--- src/design/rob_config.svh ---
`ifndef ROB_CONFIG_SVH
`define ROB_CONFIG_SVH

// reorder buffer entries
`define ROB_DEPTH 16

// identical execution lanes
`define NUM_LANES 3

`define DATA_W 32
`define ADDR_W 32

// architectural register name
`define REG_W 5

// mul latency in cycles
`define MUL_CYCLES 4

`endif
--- src/design/rob_pkg.sv ---
`include "rob_config.svh"

package rob_pkg;

    // reorder buffer index
    typedef logic [$clog2(`ROB_DEPTH)-1:0] tag_t;

    typedef logic [`REG_W-1:0]  regnm_t;
    typedef logic [`DATA_W-1:0] data_t;
    typedef logic [`ADDR_W-1:0] addr_t;

    // what happens to an entry at commit
    typedef enum logic [1:0] {
        KIND_REG    = 2'd0,
        KIND_STORE  = 2'd1,
        KIND_BRANCH = 2'd2
    } entry_kind_t;

endpackage

--- src/design/exec_pkg.sv ---
`include "rob_config.svh"

package exec_pkg;

    typedef enum logic [2:0] {
        ADD = 3'd0,
        SUB = 3'd1,
        XOR = 3'd2,
        AND = 3'd3,
        SLT = 3'd4,
        MUL = 3'd5,
        BEQ = 3'd6,
        ST  = 3'd7
    } op_t;

    // kind handed to the reorder buffer at allocation
    function automatic rob_pkg::entry_kind_t op_kind(op_t op);
        case (op)
            BEQ:     return rob_pkg::KIND_BRANCH;
            ST:      return rob_pkg::KIND_STORE;
            default: return rob_pkg::KIND_REG;
        endcase
    endfunction

    // cycles from lane start to result valid
    function automatic int unsigned op_latency(op_t op);
        case (op)
            SLT:     return 2;
            MUL:     return `MUL_CYCLES;
            default: return 1;
        endcase
    endfunction

endpackage

--- src/design/ooo_core_top.sv ---
`timescale 1ns/1ps
`include "rob_config.svh"

module ooo_core_top (
    input  logic             clk,
    input  logic             rst_n,
    input  logic             in_valid,
    input  exec_pkg::op_t    in_op,
    input  rob_pkg::regnm_t  in_rd,
    input  rob_pkg::data_t   in_a,
    input  rob_pkg::data_t   in_b,
    input  logic             in_pred_taken,
    input  rob_pkg::addr_t   in_pc,
    input  rob_pkg::addr_t   in_target,
    output logic             in_ready,
    output logic             commit_valid,
    output rob_pkg::regnm_t  commit_rd,
    output rob_pkg::data_t   commit_data,
    output rob_pkg::tag_t    commit_tag,
    output logic             store_valid,
    output rob_pkg::data_t   store_data,
    output logic             flush,
    output rob_pkg::addr_t   redirect_pc
);
    logic                  alloc_en;
    rob_pkg::regnm_t       alloc_rd;
    rob_pkg::entry_kind_t  alloc_kind;
    rob_pkg::tag_t         alloc_tag;
    logic                  rob_full;

    logic [`NUM_LANES-1:0] lane_idle;
    logic [`NUM_LANES-1:0] lane_start;
    exec_pkg::op_t         lane_op;
    rob_pkg::data_t        lane_a;
    rob_pkg::data_t        lane_b;
    rob_pkg::tag_t         lane_tag;
    rob_pkg::addr_t        lane_target;

    logic [`NUM_LANES-1:0] res_valid;
    logic [`NUM_LANES-1:0] res_grant;
    logic [`NUM_LANES-1:0] res_taken;
    rob_pkg::tag_t         res_tag    [`NUM_LANES];
    rob_pkg::data_t        res_data   [`NUM_LANES];
    rob_pkg::addr_t        res_target [`NUM_LANES];

    logic                  wb_en;
    rob_pkg::tag_t         wb_tag;
    rob_pkg::data_t        wb_data;
    logic                  wb_taken;
    rob_pkg::addr_t        wb_target;

    issue_dispatch u_dispatch (
        .clk        (clk),
        .rst_n      (rst_n),
        .in_valid   (in_valid),
        .in_op      (in_op),
        .in_rd      (in_rd),
        .in_a       (in_a),
        .in_b       (in_b),
        .in_target  (in_target),
        .rob_full   (rob_full),
        .alloc_tag  (alloc_tag),
        .lane_idle  (lane_idle),
        .flush      (flush),
        .in_ready   (in_ready),
        .alloc_en   (alloc_en),
        .alloc_rd   (alloc_rd),
        .alloc_kind (alloc_kind),
        .lane_start (lane_start),
        .lane_op    (lane_op),
        .lane_a     (lane_a),
        .lane_b     (lane_b),
        .lane_tag   (lane_tag),
        .lane_target(lane_target)
    );

    for (genvar k = 0; k < `NUM_LANES; k++) begin : g_lane
        exec_lane u_lane (
            .clk       (clk),
            .rst_n     (rst_n),
            .start     (lane_start[k]),
            .op        (lane_op),
            .a         (lane_a),
            .b         (lane_b),
            .tag       (lane_tag),
            .target    (lane_target),
            .grant     (res_grant[k]),
            .flush     (flush),
            .idle      (lane_idle[k]),
            .res_valid (res_valid[k]),
            .res_tag   (res_tag[k]),
            .res_data  (res_data[k]),
            .res_taken (res_taken[k]),
            .res_target(res_target[k])
        );
    end

    writeback_arbiter u_arbiter (
        .clk       (clk),
        .rst_n     (rst_n),
        .res_valid (res_valid),
        .res_tag   (res_tag),
        .res_data  (res_data),
        .res_taken (res_taken),
        .res_target(res_target),
        .res_grant (res_grant),
        .wb_en     (wb_en),
        .wb_tag    (wb_tag),
        .wb_data   (wb_data),
        .wb_taken  (wb_taken),
        .wb_target (wb_target)
    );

    // prediction and pc bypass the dispatcher
    reorder_buffer u_rob (
        .clk         (clk),
        .rst_n       (rst_n),
        .alloc_en    (alloc_en),
        .alloc_rd    (alloc_rd),
        .alloc_kind  (alloc_kind),
        .alloc_pred  (in_pred_taken),
        .alloc_pc    (in_pc),
        .wb_en       (wb_en),
        .wb_tag      (wb_tag),
        .wb_data     (wb_data),
        .wb_taken    (wb_taken),
        .wb_target   (wb_target),
        .alloc_tag   (alloc_tag),
        .rob_full    (rob_full),
        .commit_valid(commit_valid),
        .commit_rd   (commit_rd),
        .commit_data (commit_data),
        .commit_tag  (commit_tag),
        .store_valid (store_valid),
        .store_data  (store_data),
        .flush       (flush),
        .redirect_pc (redirect_pc)
    );

endmodule

--- src/design/reorder_buffer.sv ---
`timescale 1ns/1ps
`include "rob_config.svh"

module reorder_buffer (
    input  logic                  clk,
    input  logic                  rst_n,
    input  logic                  alloc_en,
    input  rob_pkg::regnm_t       alloc_rd,
    input  rob_pkg::entry_kind_t  alloc_kind,
    input  logic                  alloc_pred,
    input  rob_pkg::addr_t        alloc_pc,
    input  logic                  wb_en,
    input  rob_pkg::tag_t         wb_tag,
    input  rob_pkg::data_t        wb_data,
    input  logic                  wb_taken,
    input  rob_pkg::addr_t        wb_target,
    output rob_pkg::tag_t         alloc_tag,
    output logic                  rob_full,
    output logic                  commit_valid,
    output rob_pkg::regnm_t       commit_rd,
    output rob_pkg::data_t        commit_data,
    output rob_pkg::tag_t         commit_tag,
    output logic                  store_valid,
    output rob_pkg::data_t        store_data,
    output logic                  flush,
    output rob_pkg::addr_t        redirect_pc
);
    localparam int CNT_W = $clog2(`ROB_DEPTH + 1);

    // per-entry payload
    rob_pkg::entry_kind_t kind_q   [`ROB_DEPTH];
    rob_pkg::regnm_t      rd_q     [`ROB_DEPTH];
    rob_pkg::data_t       data_q   [`ROB_DEPTH];
    logic                 pred_q   [`ROB_DEPTH];
    logic                 actual_q [`ROB_DEPTH];
    rob_pkg::addr_t       pc_q     [`ROB_DEPTH];
    rob_pkg::addr_t       target_q [`ROB_DEPTH];

    logic [`ROB_DEPTH-1:0] done_q;
    rob_pkg::tag_t         head;
    rob_pkg::tag_t         tail;
    logic [CNT_W-1:0]      count;
    logic                  head_ready;
    logic                  head_mispred;

    function automatic rob_pkg::tag_t next_ptr(rob_pkg::tag_t p);
        return (p == rob_pkg::tag_t'(`ROB_DEPTH - 1)) ? '0 : p + 1'b1;
    endfunction

    assign alloc_tag = tail;
    assign rob_full  = (count == CNT_W'(`ROB_DEPTH));

    // nothing commits behind a flushing branch
    assign head_ready   = (count != '0) && done_q[head] && !flush;
    assign head_mispred = (kind_q[head] == rob_pkg::KIND_BRANCH) &&
                          (pred_q[head] != actual_q[head]);

    always_ff @(posedge clk or negedge rst_n) begin
        if (!rst_n) begin
            head         <= '0;
            tail         <= '0;
            count        <= '0;
            done_q       <= '0;
            commit_valid <= 1'b0;
            store_valid  <= 1'b0;
            flush        <= 1'b0;
        end else begin
            commit_valid <= 1'b0;
            store_valid  <= 1'b0;
            flush        <= 1'b0;
            if (flush) begin
                // drop every younger entry
                head   <= '0;
                tail   <= '0;
                count  <= '0;
                done_q <= '0;
            end else begin
                if (alloc_en) begin
                    tail         <= next_ptr(tail);
                    done_q[tail] <= 1'b0;
                end
                if (wb_en) begin
                    done_q[wb_tag] <= 1'b1;
                end
                if (head_ready) begin
                    head <= next_ptr(head);
                    if (kind_q[head] == rob_pkg::KIND_STORE) begin
                        store_valid <= 1'b1;
                    end else begin
                        commit_valid <= 1'b1;
                    end
                    flush <= head_mispred;
                end
                count <= count + CNT_W'(alloc_en) - CNT_W'(head_ready);
            end
        end
    end

    always_ff @(posedge clk) begin
        if (alloc_en) begin
            kind_q[tail] <= alloc_kind;
            rd_q[tail]   <= alloc_rd;
            pred_q[tail] <= alloc_pred;
            pc_q[tail]   <= alloc_pc;
        end
        if (wb_en) begin
            data_q[wb_tag]   <= wb_data;
            actual_q[wb_tag] <= wb_taken;
            target_q[wb_tag] <= wb_target;
        end
        if (head_ready) begin
            // branches write no register
            commit_rd   <= (kind_q[head] == rob_pkg::KIND_BRANCH) ? '0 : rd_q[head];
            commit_data <= data_q[head];
            commit_tag  <= head;
            store_data  <= data_q[head];
            redirect_pc <= actual_q[head] ? target_q[head] : pc_q[head] + `ADDR_W'(4);
        end
    end

endmodule

--- src/design/writeback_arbiter.sv ---
`timescale 1ns/1ps
`include "rob_config.svh"

module writeback_arbiter (
    input  logic                   clk,
    input  logic                   rst_n,
    input  logic [`NUM_LANES-1:0]  res_valid,
    input  rob_pkg::tag_t          res_tag    [`NUM_LANES],
    input  rob_pkg::data_t         res_data   [`NUM_LANES],
    input  logic [`NUM_LANES-1:0]  res_taken,
    input  rob_pkg::addr_t         res_target [`NUM_LANES],
    output logic [`NUM_LANES-1:0]  res_grant,
    output logic                   wb_en,
    output rob_pkg::tag_t          wb_tag,
    output rob_pkg::data_t         wb_data,
    output logic                   wb_taken,
    output rob_pkg::addr_t         wb_target
);
    localparam int PTR_W = (`NUM_LANES > 1) ? $clog2(`NUM_LANES) : 1;

    logic [PTR_W-1:0] rr_ptr;
    logic [PTR_W-1:0] sel;
    logic             found;

    // scan starting at the lane after the last winner
    always_comb begin
        int idx;
        found = 1'b0;
        sel   = '0;
        for (int i = 0; i < `NUM_LANES; i++) begin
            idx = int'(rr_ptr) + i;
            if (idx >= `NUM_LANES) begin
                idx = idx - `NUM_LANES;
            end
            if (!found && res_valid[idx]) begin
                found = 1'b1;
                sel   = PTR_W'(idx);
            end
        end
    end

    always_comb begin
        res_grant = '0;
        if (found) begin
            res_grant[sel] = 1'b1;
        end
    end

    assign wb_en     = found;
    assign wb_tag    = res_tag[sel];
    assign wb_data   = res_data[sel];
    assign wb_taken  = res_taken[sel];
    assign wb_target = res_target[sel];

    always_ff @(posedge clk or negedge rst_n) begin
        if (!rst_n) begin
            rr_ptr <= '0;
        end else if (found) begin
            rr_ptr <= (sel == PTR_W'(`NUM_LANES - 1)) ? '0 : sel + 1'b1;
        end
    end

endmodule

--- src/design/exec_lane.sv ---
`timescale 1ns/1ps
`include "rob_config.svh"

module exec_lane (
    input  logic            clk,
    input  logic            rst_n,
    input  logic            start,
    input  exec_pkg::op_t   op,
    input  rob_pkg::data_t  a,
    input  rob_pkg::data_t  b,
    input  rob_pkg::tag_t   tag,
    input  rob_pkg::addr_t  target,
    input  logic            grant,
    input  logic            flush,
    output logic            idle,
    output logic            res_valid,
    output rob_pkg::tag_t   res_tag,
    output rob_pkg::data_t  res_data,
    output logic            res_taken,
    output rob_pkg::addr_t  res_target
);
    localparam int LAT_W = $clog2(`MUL_CYCLES + 1);

    logic             busy;
    logic [LAT_W-1:0] cnt;
    rob_pkg::data_t   result;

    always_comb begin
        case (op)
            exec_pkg::ADD: result = a + b;
            exec_pkg::SUB: result = a - b;
            exec_pkg::XOR: result = a ^ b;
            exec_pkg::AND: result = a & b;
            exec_pkg::SLT: result = rob_pkg::data_t'($signed(a) < $signed(b));
            exec_pkg::MUL: result = a * b;
            exec_pkg::ST:  result = a + b;
            default:       result = '0;
        endcase
    end

    assign idle      = !busy;
    assign res_valid = busy && (cnt == '0);

    always_ff @(posedge clk or negedge rst_n) begin
        if (!rst_n) begin
            busy <= 1'b0;
            cnt  <= '0;
        end else if (flush) begin
            busy <= 1'b0;
            cnt  <= '0;
        end else if (start && !busy) begin
            busy <= 1'b1;
            cnt  <= LAT_W'(exec_pkg::op_latency(op) - 1);
        end else if (busy && cnt != '0) begin
            cnt <= cnt - 1'b1;
        end else if (res_valid && grant) begin
            busy <= 1'b0;
        end
    end

    // result is ready at start, the counter only paces its release
    always_ff @(posedge clk) begin
        if (start && !busy) begin
            res_tag    <= tag;
            res_data   <= result;
            res_taken  <= (op == exec_pkg::BEQ) && (a == b);
            res_target <= target;
        end
    end

endmodule

--- src/design/issue_dispatch.sv ---
`timescale 1ns/1ps
`include "rob_config.svh"

module issue_dispatch (
    input  logic                    clk,
    input  logic                    rst_n,
    input  logic                    in_valid,
    input  exec_pkg::op_t           in_op,
    input  rob_pkg::regnm_t         in_rd,
    input  rob_pkg::data_t          in_a,
    input  rob_pkg::data_t          in_b,
    input  rob_pkg::addr_t          in_target,
    input  logic                    rob_full,
    input  rob_pkg::tag_t           alloc_tag,
    input  logic [`NUM_LANES-1:0]   lane_idle,
    input  logic                    flush,
    output logic                    in_ready,
    output logic                    alloc_en,
    output rob_pkg::regnm_t         alloc_rd,
    output rob_pkg::entry_kind_t    alloc_kind,
    output logic [`NUM_LANES-1:0]   lane_start,
    output exec_pkg::op_t           lane_op,
    output rob_pkg::data_t          lane_a,
    output rob_pkg::data_t          lane_b,
    output rob_pkg::tag_t           lane_tag,
    output rob_pkg::addr_t          lane_target
);
    localparam int IDLE_W = $clog2(`NUM_LANES + 1);

    logic                  started;
    logic                  stg_valid;
    logic                  accept;
    logic                  issue;
    logic [IDLE_W-1:0]     idle_cnt;
    logic [`NUM_LANES-1:0] first_idle;

    // lowest idle lane wins, plus a count of idle lanes
    always_comb begin
        first_idle = '0;
        idle_cnt   = '0;
        for (int k = 0; k < `NUM_LANES; k++) begin
            if (lane_idle[k] && first_idle == '0) begin
                first_idle[k] = 1'b1;
            end
            idle_cnt = idle_cnt + IDLE_W'(lane_idle[k]);
        end
    end

    // the held instruction already claims one idle lane
    assign in_ready   = started && !rob_full && !flush && (idle_cnt > IDLE_W'(stg_valid));
    assign accept     = in_valid && in_ready;
    assign issue      = stg_valid && (|lane_idle) && !flush;
    assign lane_start = issue ? first_idle : '0;

    assign alloc_en   = accept;
    assign alloc_rd   = in_rd;
    assign alloc_kind = exec_pkg::op_kind(in_op);

    always_ff @(posedge clk or negedge rst_n) begin
        if (!rst_n) begin
            started   <= 1'b0;
            stg_valid <= 1'b0;
        end else begin
            started <= 1'b1;
            if (flush) begin
                stg_valid <= 1'b0;
            end else if (accept) begin
                stg_valid <= 1'b1;
            end else if (issue) begin
                stg_valid <= 1'b0;
            end
        end
    end

    always_ff @(posedge clk) begin
        if (accept) begin
            lane_op     <= in_op;
            lane_a      <= in_a;
            lane_b      <= in_b;
            lane_tag    <= alloc_tag;
            lane_target <= in_target;
        end
    end

endmodule

--- config.mk ---
export PLATFORM = sky130hd
export DESIGN_NAME = ooo_core_top
export DESIGN_NICKNAME = d
export VERILOG_FILES = /design/src/design/rob_pkg.sv /design/src/design/exec_pkg.sv /design/src/design/ooo_core_top.sv /design/src/design/reorder_buffer.sv /design/src/design/writeback_arbiter.sv /design/src/design/exec_lane.sv /design/src/design/issue_dispatch.sv
export VERILOG_INCLUDE_DIRS = /design/src /design/src/design
export SDC_FILE = /design/constraint.sdc
export NUM_CORES = 2
export LEC_CHECK = 0
export ABC_AREA = 1
export BUFFER_PORTS_ARGS = -buffer_cell sky130_fd_sc_hd__buf_2
export CAP_MARGIN = 0
export CORE_ASPECT_RATIO = 0.9
export CORE_UTILIZATION = 57
export CTS_CLUSTER_SIZE = 12
export DETAILED_ROUTE_END_ITERATION = 7
export HOLD_SLACK_MARGIN = 0.05
export PLACE_DENSITY = 0.82
export SLEW_MARGIN = 20
export SYNTH_ARGS = -nofsm -noshare
export SYNTH_HDL_FRONTEND = slang
export SYNTH_SLANG_ARGS = --single-unit
--- constraint.sdc ---
create_clock -name clk -period 6.7 [get_ports clk]
set_input_delay 0.67 -clock clk [delete_from_list [all_inputs] [get_ports clk]]
set_output_delay 0.67 -clock clk [all_outputs]
set_load 0.02 [all_outputs]
After elaboration in Yosys (flattened, before gate mapping)

Memories as Yosys holds them, arrays and structs flattened. A register that Yosys moved wholly into a read port is not among the register bits.
Cells that the tools add are included.
Widths: inputs -> output; s select.

Register bits after elaboration: 394
Latch bits: 0
Bits in writable memories: 1680
ROM bits: 0
Input bits: 140
Output and inout bits: 109
Memories kept: 7

Memories:

| memory          | depth | bits a word | read ports | clocked after memory_dff | write ports | RTL line             | RTL |
|---|---|---|---|---|---|---|---|
| u_rob.data_q    | 16    | 32          | 1          | 1                        | 1           | reorder_buffer.sv:33 | `` rob_pkg::data_t data_q [`ROB_DEPTH]; `` |
| u_rob.pc_q      | 16    | 32          | 1          | 0                        | 1           | reorder_buffer.sv:36 | `` rob_pkg::addr_t pc_q [`ROB_DEPTH]; `` |
| u_rob.target_q  | 16    | 32          | 1          | 0                        | 1           | reorder_buffer.sv:37 | `` rob_pkg::addr_t target_q [`ROB_DEPTH]; `` |
| u_rob.rd_q      | 16    | 5           | 1          | 1                        | 1           | reorder_buffer.sv:32 | `` rob_pkg::regnm_t rd_q [`ROB_DEPTH]; `` |
| u_rob.kind_q    | 16    | 2           | 1          | 0                        | 1           | reorder_buffer.sv:31 | `` rob_pkg::entry_kind_t kind_q [`ROB_DEPTH]; `` |
| u_rob.actual_q  | 16    | 1           | 1          | 0                        | 1           | reorder_buffer.sv:35 | `` logic actual_q [`ROB_DEPTH]; `` |
| 1 more memories | n/a   | n/a         | n/a        | n/a                      | n/a         | n/a                  |  |

Add/subtract/negate cells: 21
Multiply operators: 1
Divide/modulo/power cells: 0
$lt $le $gt $ge: 16
Equal/unequal tests: 20
Shifts and indexed selects: 0
Muxes and demuxes: 100
Bitwise operators: 6
Reduce and logical (&&, ||, !) cells: 59

Operator list:

| operator              | number |
|---|---|
| $mux 32               | 8 |
| $pmux 32 s6           | 1 |
| $bmux 32 s2           | 2 |
| $lt 32x4->1 const B   | 3 |
| $ge 32x3->1 const B   | 2 |
| $mux 16               | 4 |
| $sub 32x3->32 const B | 2 |
| $mux 3                | 17 |
| $mux 1                | 44 |
| $add 32x3->32 const B | 1 |
| $add 32x32->32        | 1 |
| $and 32x32->32        | 1 |
| $eq 32x32->1          | 1 |
| $lt 32x32->1          | 1 |
| $mul 32x32->32        | 1 |
| $mux 4                | 8 |
| $sub 32x32->32        | 1 |
| $xor 32x32->32        | 1 |
| $reduce_bool 3->1     | 10 |
| $logic_and 1x1->1     | 29 |
| $eq 3x3->1 const B    | 6 |
| $sub 3x1->3 const B   | 6 |
| $and 16x16->16        | 1 |
| $not 16->16           | 1 |
| 43 further kinds      | 71 |

Depth between registers and ports, before layout

Word-level depth: 23
Mapped depth: 32

Hierarchy

From an unflattened synthesis, not the netlist that was laid out.

Cell total of the unflattened synthesis: 15985
Area total of the unflattened synthesis: 148545.0 µm²

Modules (own cells, without submodules):

| module                       | instances | cells an instance | area each (µm²) |
|---|---|---|---|
| reorder_buffer               | 1         | 5558              | 70993.1 |
| exec_lane (g_lane[0].u_lane) | 1         | 3338              | 24189.4 |
| exec_lane (g_lane[2].u_lane) | 1         | 3284              | 24036.8 |
| exec_lane (g_lane[1].u_lane) | 1         | 3287              | 23960.5 |
| issue_dispatch               | 1         | 136               | 3339.5 |
| writeback_arbiter            | 1         | 382               | 2025.7 |

Worst setup path before layout

Ideal clock, no wire load.

Kind: register -> register
Start point: register u_rob.flush
End point: register g_lane[1].u_lane.cnt[0]
Library setup time: 101 ps
Data arrival time: 6746 ps
Required time: 6599 ps
Path slack: -146 ps
Stages on the path, launching flop included: 9
Path buffers: 1
Period minus slack after synthesis: 6846 ps
Path through: dfrtp_1 clkbuf_1 nor2_1 inv_1 nor3_1 inv_1 nand3_1 nand2_1 o22ai_1

Longest elaborated chain between the ends: 6
Elaborated cells between the ends (all ways): 7
Classes of those cells: mux: 3; reduce/logical: 4

RTL lines:

| element                | RTL line             | RTL |
|---|---|---|
| from (decl)            | reorder_buffer.sv:25 | `output logic flush,` |
| from (signal assigned) | reorder_buffer.sv:92 | `flush <= head_mispred;` |
| $logic_not 1->1        | issue_dispatch.sv:52 | `assign issue = stg_valid && (\|lane_idle) && !flush;` |
| $logic_and 1x1->1      | issue_dispatch.sv:52 |  |
| $mux 3                 | issue_dispatch.sv:53 | `assign lane_start = issue ? first_idle : '0;` |
| $logic_and 1x1->1      | exec_lane.sv:51      | `end else if (start && !busy) begin` |
| $mux 3                 | exec_lane.sv:51      |  |
| $mux 3                 | exec_lane.sv:48      | `end else if (flush) begin` |
| to (signal assigned)   | exec_lane.sv:53      | `cnt <= LAT_W'(exec_pkg::op_latency(op) - 1);` |
| to (signal assigned)   | exec_lane.sv:55      | `cnt <= cnt - 1'b1;` |
| to (decl)              | exec_lane.sv:25      | `logic [LAT_W-1:0] cnt;` |

Parallel ways exist; a longest one is shown, timed or not.
A chain may end at the register's enable or synchronous reset.

Final worst setup path

Start point: register u_dispatch.lane_b[4]
End point: register g_lane[2].u_lane.res_data[29], data pin

Longest elaborated chain between the ends: 2
Elaborated cells between the ends (all ways): 4
Classes of those cells: add/sub: 2; mul: 1; mux: 1

RTL lines:

| element                                      | RTL line             | RTL |
|---|---|---|
| from (decl)                                  | issue_dispatch.sv:24 | `output rob_pkg::data_t lane_b,` |
| from (signal assigned)                       | issue_dispatch.sv:79 | `lane_b <= in_b;` |
| $mul 32x32->32, or another cell as far along | n/a                  |  |
| $pmux 32 s6 (*)                              | n/a                  |  |
| named net g_lane[0].u_lane.result[29]        | exec_lane.sv:26      | `rob_pkg::data_t result;` |
| to (signal assigned)                         | exec_lane.sv:65      | `res_data <= result;` |
| to (decl)                                    | exec_lane.sv:18      | `output rob_pkg::data_t res_data,` |

Mark *: on every way through the listed nets, which the timed path passes. The rest lies on a longest branch.

==> metrics.txt <==
Peak Freq=0.1442 GHz; Adder-Cell Fraction of Synth Area=between 10% and 20%; Multi-input gate area=~34000 sq um; via count=75040; number of vias per cell=6.260; final count of negative-setup-slack endpoints=39; Synth Area in Simple Gates=11.98%; CTS sink cnt=~2100; synthesis-to-layout area growth=12.16%; Starting DRT DRC Count=11700; Clock Skews=about 0.069 ns; wire per inst=25.69 um; Req. time, crit path=7.26 ns; maxcap violations=0; CP Launch Type=flop; PortBufs=248; run status=finished, violations left; Fill cells=12380; Slew HR=19.48%; Worst Tran Pin Value=1.208 ns; top cells by count, synth=edfxtp_1 (2063), nand2_1 (1697), inv_1 (1021), nor2_1 (867), o21ai_0 (810); gr usage total=between 30 and 40%; pre-CTS WS=-0.4142 ns; Final Hold Fails=0; final worst path period share=103.5%; RSZ-0062 raised after global routing=yes; CTS tree=done; Post-Layout Cell Count=roughly 12000; launch point of the worst path=u_dispatch.lane_b[4]; GRT overflow=0; die area=about 180000 sq um; area share of the largest cell type after synthesis=between 60 and 70%; Final Instance Area=115700 sq um; CTS H-tree lvls=4; Detailed Place HPWL=about 190000 um; failing checks=DRC, setup timing; number of CTS-inserted buffers=201; Synth Area in Compound Gates=9.657%; Clock Pin Slew Worst Setup and Hold Paths=about 0.070 ns; register bit total from synthesis=2111; CP Capture Type=flop; count leader, synth=edfxtp_1; Mapped Nets=9882; Mapped Avg Cell Area=11.31 sq um; Unique masters post-synth=62; placed cell area=approximately 110000 sq um; Reg2Reg Launch Point=u_dispatch.lane_b[4]; number of global-route vias before repair=74850; layout cell share with drive strength beyond 1=11.53%; xor-xnor portion of the synthesized cell area=0.3311%; # IOs=between 200 and 250; global-route wire length before repair=453500 um; main flop type after synthesis=edfxtp_1; RePlAce Congestion=0.9717; die width=450.5 um; largest area contributor in the netlist=edfxtp_1; DRC=40; Clock Tree Buf Depth=3; pin count of the biggest net entering global routing=241; CP Max Fanout=8; Final Critical Period=6.933 ns; largest family of logic cells by synthesized area=simple AND/OR/NAND/NOR gates; ranking of synthesized cells by area=edfxtp_1 (60%), fa_1 (8.0%), nand2_1 (6.2%); worst path arrival time=7.49 ns; Root Driver=clkbuf_16; Synth Cell Area=103200 sq um; starting density of the core=approximately 58%; FF+latch area=between 60000 and 70000 sq um; die height=approximately 410 um; synth warn=0; slack of the critical path=-0.2329 ns; initial antenna violation count=23; ANT nets after route=0; Hold WC Path Type=in -> reg; worst setup path category=reg -> reg; Slew Viols, Final=0; row count=147; Net count, final=10250; Cells after Synth=9122; Worst Hold Launch=in_b[13]; CORE AREA=179100 sq um; DR pass1 iterations=8; placed cells=around 12000; mux cell area share after synthesis=0.01940%; Post-synth EDFFs=2063; Worst-Skew Late Latency=0.88 ns; ys async rst share=2.274%; final wirelength=308000 um; register area share after synthesis=around 61%
==> logic make-up after synthesis <==
group | after synthesis
adders and majority gates | 620
DFF | 2111
other | 1
muxes | 2
xor gates and xnor gates | 39
and+or+nand+nor | 3067
AOI/OAI and AO/OA | 1704
buffers and inverters | 1578
==> cell usage in the layout (no fill, tap or decap), types with 18 or more instances in the layout <==
master	n
o21ai_1	47
xor2_1	23
a221oi_1	56
inv_2	34
a22oi_1	25
inv_4	21
o22ai_1	136
nand2_2	29
dfrtp_1	44
clkbuf_16	201
buf_6	31
o211ai_1	67
buf_4	321
inv_1	979
nor2_2	18
nor2_4	23
dlygate4sd3_1	84
ha_1	183
ha_4	22
edfxtp_1	2063
nand3_1	300
fa_1	396
nor2_1	842
o21ai_0	790
nand4_1	82
nand2_1	1669
clkbuf_1	59
o2111ai_1	35
a21oi_1	320
buf_2	249
buf_12	22
nor3_1	40
o221ai_1	125
==> flip-flops by register name (all words and copies together) (netlist names), 80 cells and up <==
signal	count
u_rob.data_q	512
u_rob.rd_q	80
u_rob.pc_q	512
u_rob.target_q	512
g_lane.u_lane.res_data	96
g_lane.u_lane.res_target	96
==> layer usage <==
metal,vias to the layer above,global-route usage (%),wire length (um)
met4,10,18.60,18520
li1,32010,-,-
met5,-,0,63
met2,5772,52.85,142600
met1,36230,43.07,108100
met3,1022,7.107,38790
==> final cells by class <==
type / instances / share of cell area [%]
antenna: 14 / 0.03027
clock buffer: 263 / 4.573
tap: 2384 / 2.578
inverter: 1038 / 3.436
timing repair buffer: 709 / 4.594
sequential: 2111 / 54.58
multi-input combinational: 5433 / 29.80
clock inverter: 35 / 0.4065
==> through the flow <==
step | hold slack [ns] | utilization [%] | TNS (ns)
2_1_floorplan | 0.3744 | - | 0
3_3_place_gp | 0.4436 | 60.18 | -6.416
3_5_place_dp | 0.4628 | 60.18 | -12.21
4_1_cts | 0.05681 | 64.31 | -1.450
5_1_grt | 0.06032 | 64.60 | -15.31
6_report | 0.09589 | 64.60 | -5.330
==> critical path: stages, from the launching register on <==
cell	delay, ns
edfxtp_1	0.46
buf_6	0.16
buf_6	0.11
buf_12	0.13
nand2_1	0.06
inv_1	0.05
fa_1	0.48
inv_1	0.06
fa_1	0.53
fa_1	0.46
fa_1	0.63
inv_1	0.08
fa_1	0.48
fa_1	0.58
fa_1	0.43
fa_1	0.49
ha_4	0.31
a21oi_1	0.13
buf_4	0.17
o21ai_0	0.19
a21oi_2	0.04
o21bai_1	0.18
a21oi_1	0.09
o21ai_1	0.15
nand4_1	0.16
==> path summary, 6_finish.rpt <==
| check | slack [ns] | endpoint | cells after the start |
|---|---|---|---|
| min in group asynchronous | 0.50 | u_rob.head[2] | 3 |
| worst max register to register | -0.23 | g_lane[2].u_lane.res_data[29] | 24 |
| worst max-delay path | -0.23 | g_lane[2].u_lane.res_data[29] | 24 |
| max in group asynchronous | 5.68 | u_rob.head[0] | 3 |
| worst min register to register | 0.46 | g_lane[2].u_lane.res_tag[1] | 0 |
| worst min-delay path | 0.1 | u_dispatch.lane_b[13] | 1 |
==> what timing repair did <==
item                                    CTS  global route
hold buffers                             84             0
pin swaps                                93            73
gates resized for setup                 126           109
endpoints found under the setup margin   54            66
buffers inserted                         33            15
hold endpoints to repair                131             0
cloned                                    1             0
Power is not shown: default switching activity piles up to over one toggle a cycle in this logic, so the estimate is an artifact.
